## src/logic/alu_pkg.sv

```systemverilog
package alu_pkg;

    // ALU opcodes, numbered as in the CPU's opcode table
    // Codes missing from this list are not implemented by this unit
    typedef enum logic [4:0] {
        OP_A       = 5'd0,
        OP_B       = 5'd1,
        OP_ZERO    = 5'd2,
        OP_NEG_A   = 5'd3,
        OP_NEG_B   = 5'd4,
        OP_A_INC   = 5'd5,
        OP_B_INC   = 5'd6,
        OP_A_DEC   = 5'd7,
        OP_B_DEC   = 5'd8,
        OP_A_ADD_B = 5'd9,
        OP_A_SUB_B = 5'd10,
        OP_B_SUB_A = 5'd11,
        OP_MUL_HI  = 5'd16,
        OP_MUL_LO  = 5'd17,
        OP_AND     = 5'd25,
        OP_OR      = 5'd26,
        OP_XOR     = 5'd27,
        OP_NOT_A   = 5'd28
    } alu_op_e;

    // One queued command, holding everything the ALU needs for one operation
    typedef struct packed {
        alu_op_e    op;
        logic [7:0] x;
        logic [7:0] y;
        logic       force_passx;
        logic       force_x_zero;
        logic       cin_n;
    } alu_cmd_t;

    // ALU output with its active-low carry
    typedef struct packed {
        logic [7:0] o;
        logic       cout_n;
    } alu_res_t;

    // Exec either waits for a command or holds a result for the host
    typedef enum logic {
        EXEC_IDLE = 1'b0,
        EXEC_HOLD = 1'b1
    } exec_state_e;

    // APB register map
    localparam logic [3:0] REG_OPERANDS = 4'h0;
    localparam logic [3:0] REG_CMD      = 4'h4;
    localparam logic [3:0] REG_RESULT   = 4'h8;
    localparam logic [3:0] REG_STATUS   = 4'hC;

    // True when the code names one of the opcodes above
    function automatic logic op_implemented(logic [4:0] code);
        case (code)
            5'd0, 5'd1, 5'd2, 5'd3, 5'd4, 5'd5, 5'd6, 5'd7, 5'd8,
            5'd9, 5'd10, 5'd11, 5'd16, 5'd17, 5'd25, 5'd26, 5'd27, 5'd28:
                return 1'b1;
            default:
                return 1'b0;
        endcase
    endfunction

endpackage

```

## src/logic/alu.sv

```systemverilog
module alu
    import alu_pkg::*;
(
    input  alu_cmd_t cmd,
    output alu_res_t res
);

    logic [7:0]  x_eff;
    alu_op_e     op_eff;
    logic [8:0]  cin9;
    logic [8:0]  sum9;
    logic [15:0] prod;
    logic [7:0]  logic_o;
    logic        arith;

    // Forcing X to zero replaces the operand before any opcode sees it
    assign x_eff = cmd.force_x_zero ? 8'h00 : cmd.x;

    // Forcing pass-X overrides whatever opcode the command carries
    assign op_eff = cmd.force_passx ? OP_A : cmd.op;

    // Carry in is active low on the interface, so invert it once here
    assign cin9 = {8'h00, ~cmd.cin_n};

    // Both multiply opcodes share one 8x8 product
    assign prod = x_eff * cmd.y;

    always_comb begin
        sum9    = 9'h000;
        logic_o = 8'h00;
        arith   = 1'b0;
        case (op_eff)
            OP_A:     logic_o = x_eff;
            OP_B:     logic_o = cmd.y;
            OP_ZERO:  logic_o = 8'h00;
            OP_AND:   logic_o = x_eff & cmd.y;
            OP_OR:    logic_o = x_eff | cmd.y;
            OP_XOR:   logic_o = x_eff ^ cmd.y;
            OP_NOT_A: logic_o = ~x_eff;
            OP_MUL_HI: logic_o = prod[15:8];
            OP_MUL_LO: logic_o = prod[7:0];
            // Negation is zero minus the operand, so bit 8 flags a nonzero input
            OP_NEG_A: begin
                sum9  = 9'h000 - {1'b0, x_eff};
                arith = 1'b1;
            end
            OP_NEG_B: begin
                sum9  = 9'h000 - {1'b0, cmd.y};
                arith = 1'b1;
            end
            // Increment and decrement step by a fixed one and ignore carry in
            OP_A_INC: begin
                sum9  = {1'b0, x_eff} + 9'h001;
                arith = 1'b1;
            end
            OP_B_INC: begin
                sum9  = {1'b0, cmd.y} + 9'h001;
                arith = 1'b1;
            end
            OP_A_DEC: begin
                sum9  = {1'b0, x_eff} - 9'h001;
                arith = 1'b1;
            end
            OP_B_DEC: begin
                sum9  = {1'b0, cmd.y} - 9'h001;
                arith = 1'b1;
            end
            // Two-operand ops chain the incoming carry for multi-byte arithmetic
            OP_A_ADD_B: begin
                sum9  = {1'b0, x_eff} + {1'b0, cmd.y} + cin9;
                arith = 1'b1;
            end
            OP_A_SUB_B: begin
                sum9  = {1'b0, x_eff} - {1'b0, cmd.y} - cin9;
                arith = 1'b1;
            end
            OP_B_SUB_A: begin
                sum9  = {1'b0, cmd.y} - {1'b0, x_eff} - cin9;
                arith = 1'b1;
            end
            // Unimplemented codes never reach here through the port and give zero
            default:  logic_o = 8'h00;
        endcase
    end

    // Only arithmetic results can raise carry out and everything else reports none
    assign res.o      = arith ? sum9[7:0] : logic_o;
    assign res.cout_n = arith ? ~sum9[8] : 1'b1;

endmodule

```

## src/logic/alu_cmd_fifo.sv

```systemverilog
module alu_cmd_fifo
    import alu_pkg::*;
#(
    parameter int fifo_depth = 4
) (
    input  logic       clk,
    input  logic       arst_n,
    input  logic       push,
    input  alu_cmd_t   push_cmd,
    input  logic       pop,
    output alu_cmd_t   pop_cmd,
    output logic       full,
    output logic       empty,
    output logic [7:0] level
);

    localparam int ptr_w = (fifo_depth > 1) ? $clog2(fifo_depth) : 1;
    localparam logic [ptr_w-1:0] last_idx = ptr_w'(fifo_depth - 1);

    alu_cmd_t         mem [fifo_depth];
    logic [ptr_w-1:0] wr_ptr;
    logic [ptr_w-1:0] rd_ptr;
    logic [7:0]       count;

    // Each push writes its command into the slot at the write pointer
    always_ff @(posedge clk) begin
        if (push) begin
            mem[wr_ptr] <= push_cmd;
        end
    end

    // Pointers wrap at the last slot so any depth works, not only powers of two
    always_ff @(posedge clk or negedge arst_n) begin
        if (!arst_n) begin
            wr_ptr <= '0;
            rd_ptr <= '0;
            count  <= 8'd0;
        end else begin
            if (push) begin
                wr_ptr <= (wr_ptr == last_idx) ? '0 : wr_ptr + 1'b1;
            end
            if (pop) begin
                rd_ptr <= (rd_ptr == last_idx) ? '0 : rd_ptr + 1'b1;
            end
            // A push and pop in the same cycle leave the level unchanged
            case ({push, pop})
                2'b10:   count <= count + 8'd1;
                2'b01:   count <= count - 8'd1;
                default: count <= count;
            endcase
        end
    end

    // With first-word fall-through the head entry is on the output while not empty
    assign pop_cmd = mem[rd_ptr];
    assign full    = (count == 8'(fifo_depth));
    assign empty   = (count == 8'd0);
    assign level   = count;

    // The port must hold off while full and exec must wait for data
    a_no_push_full: assert property (@(posedge clk) disable iff (!arst_n) push |-> !full);
    a_no_pop_empty: assert property (@(posedge clk) disable iff (!arst_n) pop |-> !empty);

endmodule

```

## src/logic/alu_cmd_port.sv

```systemverilog
module alu_cmd_port
    import alu_pkg::*;
(
    input  logic        clk,
    input  logic        arst_n,
    input  logic [3:0]  paddr,
    input  logic        psel,
    input  logic        penable,
    input  logic        pwrite,
    input  logic [31:0] pwdata,
    output logic [31:0] prdata,
    output logic        pready,
    output logic        pslverr,
    input  logic        full,
    input  logic        empty,
    input  logic [7:0]  level,
    output logic        push,
    output alu_cmd_t    push_cmd,
    input  logic        res_valid,
    input  alu_res_t    res,
    output logic        res_take
);

    logic [7:0] x_q;
    logic [7:0] y_q;
    logic       access;
    logic       wr_operands;
    logic       wr_cmd;
    logic       rd_result;
    logic       rd_status;
    logic       bad_addr;
    logic       op_ok;

    // Decode happens in the access phase and setup cycles do nothing here
    assign access      = psel && penable;
    assign wr_operands = access && pwrite && (paddr == REG_OPERANDS);
    assign wr_cmd      = access && pwrite && (paddr == REG_CMD);
    assign rd_result   = access && !pwrite && (paddr == REG_RESULT);
    assign rd_status   = access && !pwrite && (paddr == REG_STATUS);

    // Wrong direction on a known register counts as an unknown address too
    assign bad_addr = access && !(wr_operands || wr_cmd || rd_result || rd_status);

    assign op_ok = op_implemented(pwdata[4:0]);

    // Back-pressure only applies to a command that would actually be queued
    assign pready  = !(wr_cmd && op_ok && full);
    assign pslverr = (wr_cmd && !op_ok) || bad_addr;

    // The FIFO takes the command on the edge where the write completes
    assign push = wr_cmd && op_ok && !full;

    // Reads never wait, so this is high for exactly one cycle per read
    assign res_take = rd_result && res_valid;

    // Staged operands are combined with the command word at push time
    always_comb begin
        push_cmd.op           = alu_op_e'(pwdata[4:0]);
        push_cmd.x            = x_q;
        push_cmd.y            = y_q;
        push_cmd.force_passx  = pwdata[8];
        push_cmd.force_x_zero = pwdata[9];
        push_cmd.cin_n        = pwdata[10];
    end

    always_ff @(posedge clk) begin
        if (wr_operands) begin
            x_q <= pwdata[7:0];
            y_q <= pwdata[15:8];
        end
    end

    // Anything that is not a valid read returns zero
    always_comb begin
        prdata = 32'h0000_0000;
        if (rd_result && res_valid) begin
            prdata = {15'h0000, 1'b1, 7'h00, res.cout_n, res.o};
        end else if (rd_status) begin
            prdata = {22'h00_0000, empty, full, level};
        end
    end

    // An access phase follows either a setup cycle or a stalled access phase
    a_apb_setup_first: assert property (@(posedge clk) disable iff (!arst_n)
        access |-> $past(psel) && ($past(!penable) || $past(!pready)));

endmodule

```

## src/logic/alu_exec.sv

```systemverilog
module alu_exec
    import alu_pkg::*;
(
    input  logic     clk,
    input  logic     arst_n,
    input  logic     empty,
    input  alu_cmd_t pop_cmd,
    output logic     pop,
    input  logic     res_take,
    output logic     res_valid,
    output alu_res_t res
);

    exec_state_e state;
    alu_res_t    alu_out;

    // The ALU works directly on the FIFO head since the FIFO falls through
    alu alu0 (
        .cmd (pop_cmd),
        .res (alu_out)
    );

    // Only one result slot, so a new command is taken only when it is free
    assign pop       = (state == EXEC_IDLE) && !empty;
    assign res_valid = (state == EXEC_HOLD);

    always_ff @(posedge clk or negedge arst_n) begin
        if (!arst_n) begin
            state <= EXEC_IDLE;
        end else begin
            case (state)
                EXEC_IDLE: begin
                    if (!empty) begin
                        state <= EXEC_HOLD;
                    end
                end
                EXEC_HOLD: begin
                    // Stay here until the host reads the result out
                    if (res_take) begin
                        state <= EXEC_IDLE;
                    end
                end
                default: state <= EXEC_IDLE;
            endcase
        end
    end

    // Result is captured on the same edge that pops its command
    always_ff @(posedge clk) begin
        if (pop) begin
            res <= alu_out;
        end
    end

    // The port only queues implemented opcodes, so exec never pops anything else
    a_pop_implemented: assert property (@(posedge clk) disable iff (!arst_n)
        pop |-> op_implemented(pop_cmd.op));

    // A held result must not change before the host has taken it
    a_res_stable: assert property (@(posedge clk) disable iff (!arst_n)
        (res_valid && !res_take) |=> $stable(res));

endmodule

```

## src/logic/alu_top.sv

```systemverilog
module alu_top
    import alu_pkg::*;
#(
    parameter int fifo_depth = 4
) (
    input  logic        clk,
    input  logic        arst_n,
    input  logic [3:0]  paddr,
    input  logic        psel,
    input  logic        penable,
    input  logic        pwrite,
    input  logic [31:0] pwdata,
    output logic [31:0] prdata,
    output logic        pready,
    output logic        pslverr
);

    logic       push;
    logic       pop;
    logic       full;
    logic       empty;
    logic [7:0] level;
    alu_cmd_t   push_cmd;
    alu_cmd_t   pop_cmd;
    logic       res_valid;
    logic       res_take;
    alu_res_t   res;

    // The bus side turns APB writes into queued commands and serves reads
    alu_cmd_port port0 (
        .clk       (clk),
        .arst_n    (arst_n),
        .paddr     (paddr),
        .psel      (psel),
        .penable   (penable),
        .pwrite    (pwrite),
        .pwdata    (pwdata),
        .prdata    (prdata),
        .pready    (pready),
        .pslverr   (pslverr),
        .full      (full),
        .empty     (empty),
        .level     (level),
        .push      (push),
        .push_cmd  (push_cmd),
        .res_valid (res_valid),
        .res       (res),
        .res_take  (res_take)
    );

    // Command queue between the bus and the execution stage
    alu_cmd_fifo #(
        .fifo_depth (fifo_depth)
    ) fifo0 (
        .clk      (clk),
        .arst_n   (arst_n),
        .push     (push),
        .push_cmd (push_cmd),
        .pop      (pop),
        .pop_cmd  (pop_cmd),
        .full     (full),
        .empty    (empty),
        .level    (level)
    );

    alu_exec exec0 (
        .clk       (clk),
        .arst_n    (arst_n),
        .empty     (empty),
        .pop_cmd   (pop_cmd),
        .pop       (pop),
        .res_take  (res_take),
        .res_valid (res_valid),
        .res       (res)
    );

endmodule

```

## config.mk

```make
export PLATFORM = sky130hd
export DESIGN_NAME = alu_top
export DESIGN_NICKNAME = d
export VERILOG_FILES = /design/src/logic/alu_pkg.sv /design/src/logic/alu.sv /design/src/logic/alu_cmd_fifo.sv /design/src/logic/alu_cmd_port.sv /design/src/logic/alu_exec.sv /design/src/logic/alu_top.sv
export SDC_FILE = /design/constraint.sdc
export NUM_CORES = 1
export LEC_CHECK = 0
export ABC_AREA = 1
export CAP_MARGIN = 40
export CORE_AREA = 5 5 174 176
export DETAILED_ROUTE_END_ITERATION = 16
export DIE_AREA = 0 0 179 181
export DONT_BUFFER_PORTS = 1
export GPL_TIMING_DRIVEN = 0
export PLACE_DENSITY_LB_ADDON = 0.1
export SLEW_MARGIN = 30
export SYNTH_ARGS = -nofsm -noshare
export SYNTH_HDL_FRONTEND = slang
export SYNTH_HIERARCHICAL = 1
export SYNTH_SLANG_ARGS = --single-unit
```

## constraint.sdc

```tcl
create_clock -name clk -period 11.95 [get_ports clk]
set_clock_uncertainty 0.15 [all_clocks]
set_input_delay 3.585 -clock clk [delete_from_list [all_inputs] [get_ports clk]]
set_output_delay 3.585 -clock clk [all_outputs]
set_load 0.02 [all_outputs]
```

== Yosys cells after proc, flatten, opt, wreduce, memory -nomap -nowiden ==
Memory sizes are Yosys's and may differ from the RTL's.
Cells that the tools add are included.
Word-level totals
  register bits after elaboration: 38
  logic and storage cells: 103
  memory bits (read-only): 32
  output and inout bits: 34
  memories kept: 2
  input port bits: 41
  bits in writable memories: 96
Memories
  fifo0.mem: depth 4, bits a word 24, rd ports 1, clocked after Yosys merged registers in 0, wr ports 1, RTL line alu_cmd_fifo.sv:20  | alu_cmd_t mem [fifo_depth];
  (no name shown): depth 32, bits a word 1, rd ports 1, clocked after Yosys merged registers in 0, wr ports 0, RTL line alu_pkg.sv:56  | case (code)
Operators by class
  multiplexer cells: 16
  eq/ne operators: 24
  reduce and logical (&&, ||, !) cells: 29
  multipliers: 1
  bitwise operators: 7
  add/sub/neg operators: 16
Operator list (number)
  $pmux W9 S9: 1
  $pmux W8 S8: 1
  $mux W32: 1
  $eq A5 B5 Y1 const B: 6
  $eq A5 B3 Y1 const B: 4
  $eq A5 B4 Y1 const B: 4
  $add A8 B1 Y9 const B: 2
  $sub A1 B8 Y9 const A: 2
  $sub A8 B1 Y9 const B: 2
  $sub A8 B8 Y9: 2
  $sub A9 B1 Y9: 2
  $mul A8 B8 Y16: 1
  $mux W8: 2
  $pmux W8 S2: 1
  $logic_and A1 B1 Y1: 14
  $mux W10: 1
  $add A8 B8 Y9: 1
  $add A9 B1 Y9: 1
  $reduce_or A9 Y1: 1
  $add A8 B1 Y8 const B: 1
  $and A8 B8 Y8: 1
  $eq A4 B4 Y1 const B: 2
  $eq A8 B3 Y1 const B: 1
  $logic_not A8 Y1: 1
  other kinds (20): 38

== Longest topological paths before layout ==
Gate-level depths: netlist of run 1.
  depth in word-level cells: 9
  depth in mapped cells: 28
  gate-level depth less buffers: 27

== Hierarchy ==
Netlist of run 1, hierarchy kept.
Modules (own cells, without submodules)
  alu: cells an instance 876, times used 1, area each 5401.4 um^2, sequential area each 0.0 um^2
  alu_cmd_fifo: cells an instance 379, times used 1, area each 4498.1 um^2, sequential area each 3183.1 um^2
  alu_cmd_port: cells an instance 122, times used 1, area each 1048.5 um^2, sequential area each 480.5 um^2
  alu_exec: cells an instance 17, times used 1, area each 326.6 um^2, sequential area each 295.3 um^2

== Worst setup path after synthesis of run 1 ==
Ideal clock, no wire load.
  path kind: input to output
  start: input psel
  end: output prdata[0]
  setup slack: 3.923 ns
  arrival: 4.292 ns
  buffers on the path: 0
  cell stages on the path: 6
  required time: 8.215 ns
  path through: nand2_1 nor2_2 nand3_2 nor2_4 nand2_1 nand2_1
Between the ends
  cells in the longest elaborated chain, start to end: 5
  elaborated cells between the ends (all ways): 7
  those cells by class: mux: 2; reduce/logical: 5
Ends and longest elaborated chain
  start: declaration: RTL line alu_top.sv:9  | input logic psel,
  $logic_and A1 B1 Y1: RTL line alu_cmd_port.sv:35  | assign access = psel && penable;
  $logic_and A1 B1 Y1 (2 in a row): RTL line alu_cmd_port.sv:38  | assign rd_result = access && !pwrite && (paddr == REG_RESULT);
  $logic_and A1 B1 Y1
  named net res_take: RTL line alu_top.sv:26  | logic res_take;
  $mux W32: RTL line alu_cmd_port.sv:76  | if (rd_result && res_valid) begin
  end: declaration: RTL line alu_top.sv:13  | output logic [31:0] prdata,
The timed path passes the listed nets, and every way through them passes these cells.

== Worst setup path after layout of run 1 ==
  start: input psel
  end: output prdata[8]
The elaborated chain is that of the path after synthesis.

==> results of run 1 <==
-- how the worst min path moves through the flow --
| stage | startpoint | end | slack, ps |
|---|---|---|---|
| 6_report | port0/y_q[2]$_DFFE_PP_ | fifo0/mem[3][5]$_DFFE_PP_ | 350 |
| 5_1_grt | port0/x_q[5]$_DFFE_PP_ | fifo0/mem[2][16]$_DFFE_PP_ | 370 |
| 4_1_cts | port0/y_q[2]$_DFFE_PP_ | fifo0/mem[3][5]$_DFFE_PP_ | 350 |
| 3_5_place_dp | port0/y_q[2]$_DFFE_PP_ | fifo0/mem[2][5]$_DFFE_PP_ | 330 |
| 3_3_place_gp | port0/x_q[6]$_DFFE_PP_ | fifo0/mem[0][17]$_DFFE_PP_ | 330 |
| 2_1_floorplan | port0/y_q[7]$_DFFE_PP_ | fifo0/mem[0][10]$_DFFE_PP_ | 310 |
-- stage by stage --
step / hold slack, ps / worst slack [ps] / utilization, % / cells
6_report: 348 / 3770 / 43.7 / 1832
5_1_grt: 370 / 3650 / 43.7 / 1832
4_1_cts: 351 / 3760 / 43.7 / 1832
3_5_place_dp: 334 / 3760 / 41.7 / 1800
3_3_place_gp: 334 / 3750 / 41.6 / 1798
2_1_floorplan: 309 / 3920 / - / 1414
-- registers in the layout, indices dropped and copies added, names as in the netlist --
name             flops
exec0/res            9
exec0/res_valid      1
fifo0/level          8
fifo0/mem           96
fifo0/rd_ptr         2
fifo0/wr_ptr         2
port0/x_q            8
port0/y_q            8
-- cells in the mapped netlist (all sizes together) --
cell type	instances	area [um2]
nor2	180	762
a21o	7	52.6
nand3	118	611
a31oi	4	25.0
edfxtp	121	3630
o2bb2ai	1	8.76
inv	204	766
xnor2	3	26.3
o2111ai	1	8.76
a21boi	1	7.51
o21bai	4	30.0
o21a	2	15.0
conb	1	3.75
a21oi	38	190
ha	101	1260
clkbuf	13	48.8
o21ai	93	484
xor2	8	70.1
o31ai	1	7.51
nand3b	6	45.0
nor3	12	71.3
fa	44	881
nor4	1	6.26
o22ai	32	200
dfrtp	13	325
o31a	1	8.76
clkinv	7	26.3
nand2	304	1180
o211ai	2	15.0
a211oi	2	15.0
or2	6	37.5
buf	40	309
nand4	23	144
-- logic make-up (layout without fill, tap and decap cells) --
kind of cell | after synthesis | count (layout) | synth area share, %
fa+ha+maj | 145 | 145 | 19.0
simple gates | 650 | 650 | 25.3
buf+inv | 264 | 298 | 10.2
other cells | 1 | 21 | 0.0333
flops | 134 | 134 | 35.1
xor+xnor | 11 | 11 | 0.855
compound gates | 189 | 189 | 9.48
-- layout make-up --
type | count | area share [%]
buffer | 53 | 2.87
clock buffer | 17 | 3.42
clock inverter | 15 | 1.29
inverter | 211 | 6.36
multi-input combinational | 1016 | 50.3
sequential | 134 | 31.8
tap | 384 | 3.86
timing repair buffer | 2 | 0.101
-- per-layer routing --
layer | track usage (%) | share of wire, % | vias to the layer above
li1 | - | - | 4638
met1 | 27.5 | 45 | 4410
met2 | 34.1 | 48 | 242
met3 | 2.53 | 4.3 | 40
met4 | 4.91 | 1.9 | 0
met5 | 0 | 0 | -
-- critical path, cell delays in order --
cell     delay, ps
nand2_1         80
nor2_2         140
nand3_2        110
nor2_4         230
nand2_1        100
nand2_1        200
==> reports/qor.txt, run 1 <==
outcome - finished clean
IO Port Bufs - 0
GRT Total Usage - 20.2%
final number of setup-violating endpoints - 0
CP Launch Point - psel
die width - 179 um
row count - 62
Post-CTS Hold Fix Bufs - 0
Die Ht - 181 um
Max clock buf depth - 2
FF-to-FF Start - fifo0/rd_ptr[0]$_DFFE_PN0P_
1st-pass router iterations - 5
most frequent cells in the layout - nand2_1, inv_1, nor2_1, edfxtp_1, nand3_1
Worst Path Required - 8220 ps
finished layout cell area - 12,400 um2
Initial Utilization - 39.6%
clock latency on the worst-skew pair - 420 ps
Die ar. - 32,400 um2
Fin. Hold Viols - 0
FF-to-FF path depth - 23
share of cells above drive strength 1 - 8.98%
first-pass GRT wire length - 50,700 um
total grt overflow - 0
synthesized flop and latch total - 134
Critical Path AT - 4440 ps
clock transition at the registers of the reported paths - 70 ps
Ant. Diodes - 0
Tcrit/Tclk final - 68.4%
synthesized area per cell - 8.09 um2
Worst Setup EP - prdata[8]
CTS sink cnt - 134
Fmax - 122 MHz
largest net degree at the start of global routing - 25
Setup crit end kind - output pin
synth-to-layout area growth - 10.4%
Slew Viols, Final - 0
Max Cap Viol - 0
Multi-input gate area - 6260 um2
synth unique cells - 45
Synth warnings - 6
DRT Wirelength - 32,300 um
Worst Setup Start Kind - input pin
placed cell area - 11,900 um2
synthesized area - 11,300 um2
total number of vias - 9,330
FF/Latch Area - 3960 um2
vias in the first global route - 9,195
initial antenna violation count - 0
fillers - 2,860
DR WL/cell - 17.7 um
Post-DRT Antenna Nets - 0
CTS tree - built
cells resized by post-CTS repair - 0
CP Class - input pin to output pin
Residual DRC - 0
Core ar. - 28,500 um2
total CTS buffers - 17
DP HPWL - 24,200 um
IO Pins - 75
R2R setup slack - 5120 ps
initial drt markers - 666
vias per cell - 5.09
htree depth - 4
critical-path maximum fanout - 11
RD Place Congestion - 0.924
Hold/Removal Path Class - flop to flop
min Tclk post-route - 8180 ps
Hold Crit Depth - 0
relative slew slack - 43.3%
clock root buffer - clkbuf_16
RSZ-0062 raised after global routing - false
Post-Syn Instances - 1,394
leading cell type in the layout, fill and taps excluded - nand2_1
sequential share of the synthesized area - 35.1%
post-CTS setup buffer count - 0
post-route setup TNS - 0 ps
reg2reg end - exec0/res[4]$_DFFE_PP_
Final #Nets - 1,621
pin slew with the least headroom to its limit - 850 ps
Power of run 1 is left out: the tool's default activity adds up to more than one toggle a clock period on the data nets, which glitch-free logic cannot reach.
==> inputs of run 2 (changes only) <==
==> constraint.sdc (replaced) <==
create_clock -name clk -period 8.01 [get_ports clk]
set_clock_uncertainty 0.15 [all_clocks]
set_input_delay 2.403 -clock clk [delete_from_list [all_inputs] [get_ports clk]]
set_output_delay 2.403 -clock clk [all_outputs]
set_load 0.02 [all_outputs]
==> reports/qor.txt, run 2 (synthesis gave the netlist of run 1 again) <==
htree depth - 4 (unchanged)
CTS sink cnt - 134 (unchanged)
final number of setup-violating endpoints - 0 (unchanged)
GRT Total Usage - 20.2% (about the same)
first-pass GRT wire length - 50,700 um (about the same)
R2R setup slack - 1170 ps (was 5120 ps)
Worst Path Required - 7990 ps (was 8220 ps)
post-CTS setup buffer count - 0 (unchanged)
DP HPWL - 24,200 um (unchanged)
total grt overflow - 0 (unchanged)
CP cell instances - clkbuf_1 -> buf_2 -> nor2_1 -> o22ai_1 -> inv_1 -> nor2_1 -> clkinv_1 -> nor2_1 -> fa_1 -> fa_1 -> fa_1 -> inv_1 -> fa_1 -> inv_1 -> ha_1 -> nand2_1 -> nor2_1 -> nand2_1 -> nand3_1 -> xor2_1 -> nor2_1 -> nor2_1 -> nand3_1 (was nand2_1 -> nor2_2 -> nand3_2 -> nor2_4 -> nand2_1 -> nand2_1)
initial antenna violation count - 0 (unchanged)
Slew Viols, Final - 0 (unchanged)
Multi-input gate area - 6260 um2 (unchanged)
RSZ-0062 raised after global routing - false (unchanged)
Die Ht - 181 um (unchanged)
hold path startpoint - port0/y_q[2]$_DFFE_PP_ (unchanged)
crit path buf inv count - 6 (was 0)
DRT Wirelength - 32,400 um (was 32,300 um)
reg2reg end - exec0/res[4]$_DFFE_PP_ (unchanged)
clock transition at the registers of the reported paths - 70 ps (about the same)
FF-to-FF Start - fifo0/rd_ptr[0]$_DFFE_PN0P_ (unchanged)
Die ar. - 32,400 um2 (unchanged)
Max Cap Viol - 0 (unchanged)
Fin. Hold Viols - 0 (unchanged)
Ant. Diodes - 0 (unchanged)
RD Place Congestion - 0.924 (unchanged)
Worst Hold Endpoint - fifo0/mem[3][5]$_DFFE_PP_ (unchanged)
Post-DRT Antenna Nets - 0 (unchanged)
vias in the first global route - 9,200 (was 9,195)
Post-CTS Hold Fix Bufs - 0 (unchanged)
Critical Path AT - 6820 ps (was 4440 ps)
Post-Route Utilization - 43.7% (unchanged)
Tcrit/Tclk final - 85.4%
Setup crit end kind - flop (was output pin)
cell mode on critical path - nor2_1 (was nand2_1)
min Tclk post-route - 6840 ps
initial drt markers - 656 (was 666)
outcome - finished clean (unchanged)
relative slew slack - 44.0% (was 43.3%)
leading cell type in the layout, fill and taps excluded - nand2_1 (unchanged)
max FFs per register - 96 (unchanged)
pin slew with the least headroom to its limit - 840 ps (was 850 ps)
Largest regs - fifo0/mem x96, exec0/res x9 (unchanged)
clock root buffer - clkbuf_16 (unchanged)
Core ar. - 28,500 um2 (unchanged)
clock latency on the worst-skew pair - 420 ps (about the same)
vias per cell - 5.08 (was 5.09)
critical-path maximum fanout - 10 (was 11)
largest stage delay on the critical path - 640 ps (was 230 ps)
DR WL/cell - 17.7 um (about the same)
fillers - 2,860 (unchanged)
DP Cell Count - 1,800 (unchanged)
IO Port Bufs - 0 (unchanged)
Max clock buf depth - 2 (unchanged)
IO Pins - 75 (unchanged)
row count - 62 (unchanged)
Initial Utilization - 39.6% (unchanged)
die width - 179 um (unchanged)
synth-to-layout area growth - 10.4% (unchanged)
total CTS buffers - 17 (unchanged)
final std cells w/o fill - 1,832 (unchanged)
most frequent cells in the layout - nand2_1, inv_1, nor2_1, edfxtp_1, nand3_1 (unchanged)
largest net degree at the start of global routing - 25 (unchanged)
cells resized by post-CTS repair - 0 (unchanged)
highest-delay cell along the critical path - clkinv_1 (was nor2_4)
Worst Setup Start Kind - flop (was input pin)
FF/Latch Area - 3960 um2 (unchanged)
CP Class - flop to flop (was input pin to output pin)
delay-heaviest family, CP - adder cells (was simple AND/OR/NAND/NOR gates)
1st-pass router iterations - 5 (unchanged)
post-route setup TNS - 0 ps (unchanged)
Hold Crit Depth - 0 (unchanged)
Hold/Removal Path Class - flop to flop (unchanged)
total number of vias - 9,307 (was 9,330)
Residual DRC - 0 (unchanged)
share of cells above drive strength 1 - 8.98% (unchanged)
Final #Nets - 1,621 (unchanged)
largest register by flop count - fifo0/mem (unchanged)
Fmax - 146 MHz
FF-to-FF path depth - 23 (unchanged)
CTS tree - built (unchanged)
run 2: cell counts in the layout (fill, tap and decap cells not counted):
Identical to the previous run, type by type.
run 2: metrics by stage:
| step | setup WS, ps | hold slack, ps | cell area (um2) |
|---|---|---|---|
| floorplan | 2350 | 309 | 11300 |
| global route | 659 | 370 | 12400 |
| finish | 1170 | 348 | 12400 |
| detailed placement | 1120 | 334 | 11900 |
| CTS | 1100 | 351 | 12400 |
| global placement | 1020 | 334 | 11800 |
run 2: worst max-delay path by stage:
stage / end / from / slack, ps / depth (start not counted)
after floorplan: prdata[0] / psel / 2350 / 6
after global placement: exec0/res[4]$_DFFE_PP_ / fifo0/rd_ptr[1]$_DFFE_PN0P_ / 1020 / 20
final: exec0/res[4]$_DFFE_PP_ / fifo0/rd_ptr[0]$_DFFE_PN0P_ / 1170 / 23
after detailed placement: exec0/res[4]$_DFFE_PP_ / fifo0/rd_ptr[0]$_DFFE_PN0P_ / 1120 / 23
after CTS: exec0/res[4]$_DFFE_PP_ / fifo0/rd_ptr[0]$_DFFE_PN0P_ / 1100 / 23
after global routing: exec0/res[4]$_DFFE_PP_ / fifo0/rd_ptr[0]$_DFFE_PN0P_ / 660 / 23
run 2: metal layers:
metal	up-vias	track usage [%]	routed length [um]
met5	-	0	0
met4	0	4.91	506
met3	34	2.63	1170
met2	205	34.1	15800
met1	4431	27.4	14900
li1	4637	-	-
run 2: final cells by class:
type                    count  share of cell area, %
repair buffers              2                  0.101
clock buffers              17                   3.42
flip-flops and latches    134                   31.8
clock inverters            15                   1.29
well taps                 384                   3.86
plain buffers              53                   2.87
multi-input cells        1016                   50.3
inverters                 211                   6.36
Power of run 2 is left out for the same reason.
==> inputs of run 3 (changes only) <==
--- a/config.mk
+++ b/config.mk
@@ -7,9 +7,9 @@
 export LEC_CHECK = 0
 export ABC_AREA = 1
 export CAP_MARGIN = 40
-export CORE_AREA = 5 5 174 176
+export CORE_AREA = 5 5 138 140
 export DETAILED_ROUTE_END_ITERATION = 16
-export DIE_AREA = 0 0 179 181
+export DIE_AREA = 0 0 143 145
 export DONT_BUFFER_PORTS = 1
 export GPL_TIMING_DRIVEN = 0
 export PLACE_DENSITY_LB_ADDON = 0.1
==> reports/qor.txt, run 3 (synthesis gave the netlist of run 1 again) <==
outcome - finished clean (unchanged)
clock transition at the registers of the reported paths - 60 ps (was 70 ps)
R2R setup slack - 1230 ps (was 1170 ps)
Fin. Hold Viols - 0 (unchanged)
largest register by flop count - fifo0/mem (unchanged)
Tcrit/Tclk final - 84.7% (was 85.4%)
critical-path maximum fanout - 10 (unchanged)
met3 usage - 5.76% (was 2.63%)
largest net degree at the start of global routing - 25 (unchanged)
GRT Total Usage - 29.2% (was 20.2%)
relative slew slack - 42.0% (was 44.0%)
clock latency on the worst-skew pair - 420 ps (about the same)
Fmax - 147 MHz (was 146 MHz)
Hold Crit Depth - 0 (unchanged)
DRT Wirelength - 29,900 um (was 32,400 um)
DP HPWL - 21,800 um (was 24,200 um)
first-pass GRT wire length - 47,500 um (was 50,700 um)
FF/Latch Area - 3960 um2 (unchanged)
busiest grt layer - met2 (unchanged)
Slew Viols, Final - 0 (unchanged)
cells resized by post-CTS repair - 0 (unchanged)
hold path startpoint - port0/y_q[7]$_DFFE_PP_ (was port0/y_q[2]$_DFFE_PP_)
CTS sink cnt - 134 (unchanged)
FF-to-FF path depth - 23 (unchanged)
RD Place Congestion - 1.01 (was 0.924)
Largest regs - fifo0/mem x96, exec0/res x9 (unchanged)
Setup crit end kind - flop (unchanged)
post-CTS setup buffer count - 0 (unchanged)
initial drt markers - 829 (was 656)
met2 usage - 47.3% (was 34.1%)
synth-to-layout area growth - 8.77% (was 10.4%)
post-route setup TNS - 0 ps (unchanged)
htree depth - 4 (unchanged)
Initial Utilization - 63.6% (was 39.6%)
Worst Hold Endpoint - fifo0/mem[3][10]$_DFFE_PP_ (was fifo0/mem[3][5]$_DFFE_PP_)
initial antenna violation count - 0 (unchanged)
pin slew with the least headroom to its limit - 870 ps (was 840 ps)
Die Ht - 145 um (was 181 um)
most frequent cells in the layout - nand2_1, inv_1, nor2_1, edfxtp_1, nand3_1 (unchanged)
total grt overflow - 0 (unchanged)
row count - 49 (was 62)
Post-DRT Antenna Nets - 0 (unchanged)
1st-pass router iterations - 6 (was 5)
Ant. Diodes - 0 (unchanged)
max FFs per register - 96 (unchanged)
met1 usage - 37.7% (was 27.4%)
Critical Path AT - 6790 ps (was 6820 ps)
Worst Path Required - 8020 ps (was 7990 ps)
DR WL/cell - 17.8 um (was 17.7 um)
Core ar. - 17,700 um2 (was 28,500 um2)
FF-to-FF Start - fifo0/rd_ptr[1]$_DFFE_PN0P_ (was fifo0/rd_ptr[0]$_DFFE_PN0P_)
reg2reg end - exec0/res[8]$_DFFE_PP_ (was exec0/res[4]$_DFFE_PP_)
CTS tree - built (unchanged)
die width - 143 um (was 179 um)
leading cell type in the layout, fill and taps excluded - nand2_1 (unchanged)
Post-CTS Hold Fix Bufs - 0 (unchanged)
vias per cell - 5.78 (was 5.08)
min Tclk post-route - 6780 ps (was 6840 ps)
Residual DRC - 0 (unchanged)
fillers - 1,433 (was 2,860)
Final #Nets - 1,621 (unchanged)
share of cells above drive strength 1 - 8.98% (unchanged)
Hold/Removal Path Class - flop to flop (unchanged)
Multi-input gate area - 6250 um2 (was 6260 um2)
IO Pins - 75 (unchanged)
RSZ-0062 raised after global routing - false (unchanged)
Die ar. - 20,700 um2 (was 32,400 um2)
IO Port Bufs - 0 (unchanged)
clock root buffer - clkbuf_16 (unchanged)
Max clock buf depth - 2 (unchanged)
vias in the first global route - 9,290 (was 9,200)
Worst Setup Start Kind - flop (unchanged)
CP Class - flop to flop (unchanged)
total CTS buffers - 17 (unchanged)
final number of setup-violating endpoints - 0 (unchanged)
Max Cap Viol - 0 (unchanged)
total number of vias - 9,699 (was 9,307)
==> run 3: worst max-delay path by stage <==
stage	start	to	slack (ps)	cells past startpoint
finish	fifo0/rd_ptr[1]$_DFFE_PN0P_	exec0/res[8]$_DFFE_PP_	1230	23
global route	fifo0/rd_ptr[1]$_DFFE_PN0P_	exec0/res[2]$_DFFE_PP_	970	21
CTS	fifo0/rd_ptr[0]$_DFFE_PN0P_	exec0/res[8]$_DFFE_PP_	1310	25
detailed placement	fifo0/rd_ptr[0]$_DFFE_PN0P_	exec0/res[6]$_DFFE_PP_	1360	26
global placement	fifo0/rd_ptr[1]$_DFFE_PN0P_	exec0/res[8]$_DFFE_PP_	1340	23
floorplan	psel	prdata[0]	2350	6
==> run 3: final cells by class <==
| cell class | count | share of cell area, % |
|---|---|---|
| Sequential cell | 134 | 32.3 |
| Clock buffer | 17 | 3.47 |
| Tap cell | 229 | 2.34 |
| Timing Repair Buffer | 2 | 0.0816 |
| Inverter | 211 | 6.46 |
| Multi-Input combinational cell | 1016 | 51.0 |
| Buffer | 53 | 2.92 |
| Clock inverter | 15 | 1.46 |
==> run 3: worst max-delay path, stage by stage (launching register included) <==
cell	delay, ps
dfrtp_1	480
inv_1	220
clkbuf_1	420
o21ai_0	200
o22ai_1	700
clkinv_1	610
nor2_1	300
fa_1	470
fa_1	470
fa_1	540
inv_1	50
fa_1	530
inv_1	50
ha_1	350
nand2_1	80
nand2_1	80
nand2_1	90
nand2_1	60
nand2_1	60
nand3_1	130
nor2_1	140
nor2_1	60
nor2_1	150
nand4_1	110
==> run 3: metrics by stage <==
step                worst slack [ps]  instances  area (um2)  utilization (%)  hold slack (ps)
floorplan                       2350       1414       11300                -              309
global placement                1340       1643       11600             65.7              326
detailed placement              1360       1645       11700             65.8              332
CTS                             1310       1677       12300             69.2              352
global route                     969       1677       12300             69.2              371
finish                          1230       1677       12300             69.2              351
==> run 3: per-layer routing <==
layer | part of all wire, % | wire, um
met1 | 40 | 11800
met2 | 47 | 14100
met3 | 8.7 | 2600
met4 | 4.5 | 1330
met5 | 0 | 0
Power of run 3 is left out for the same reason.
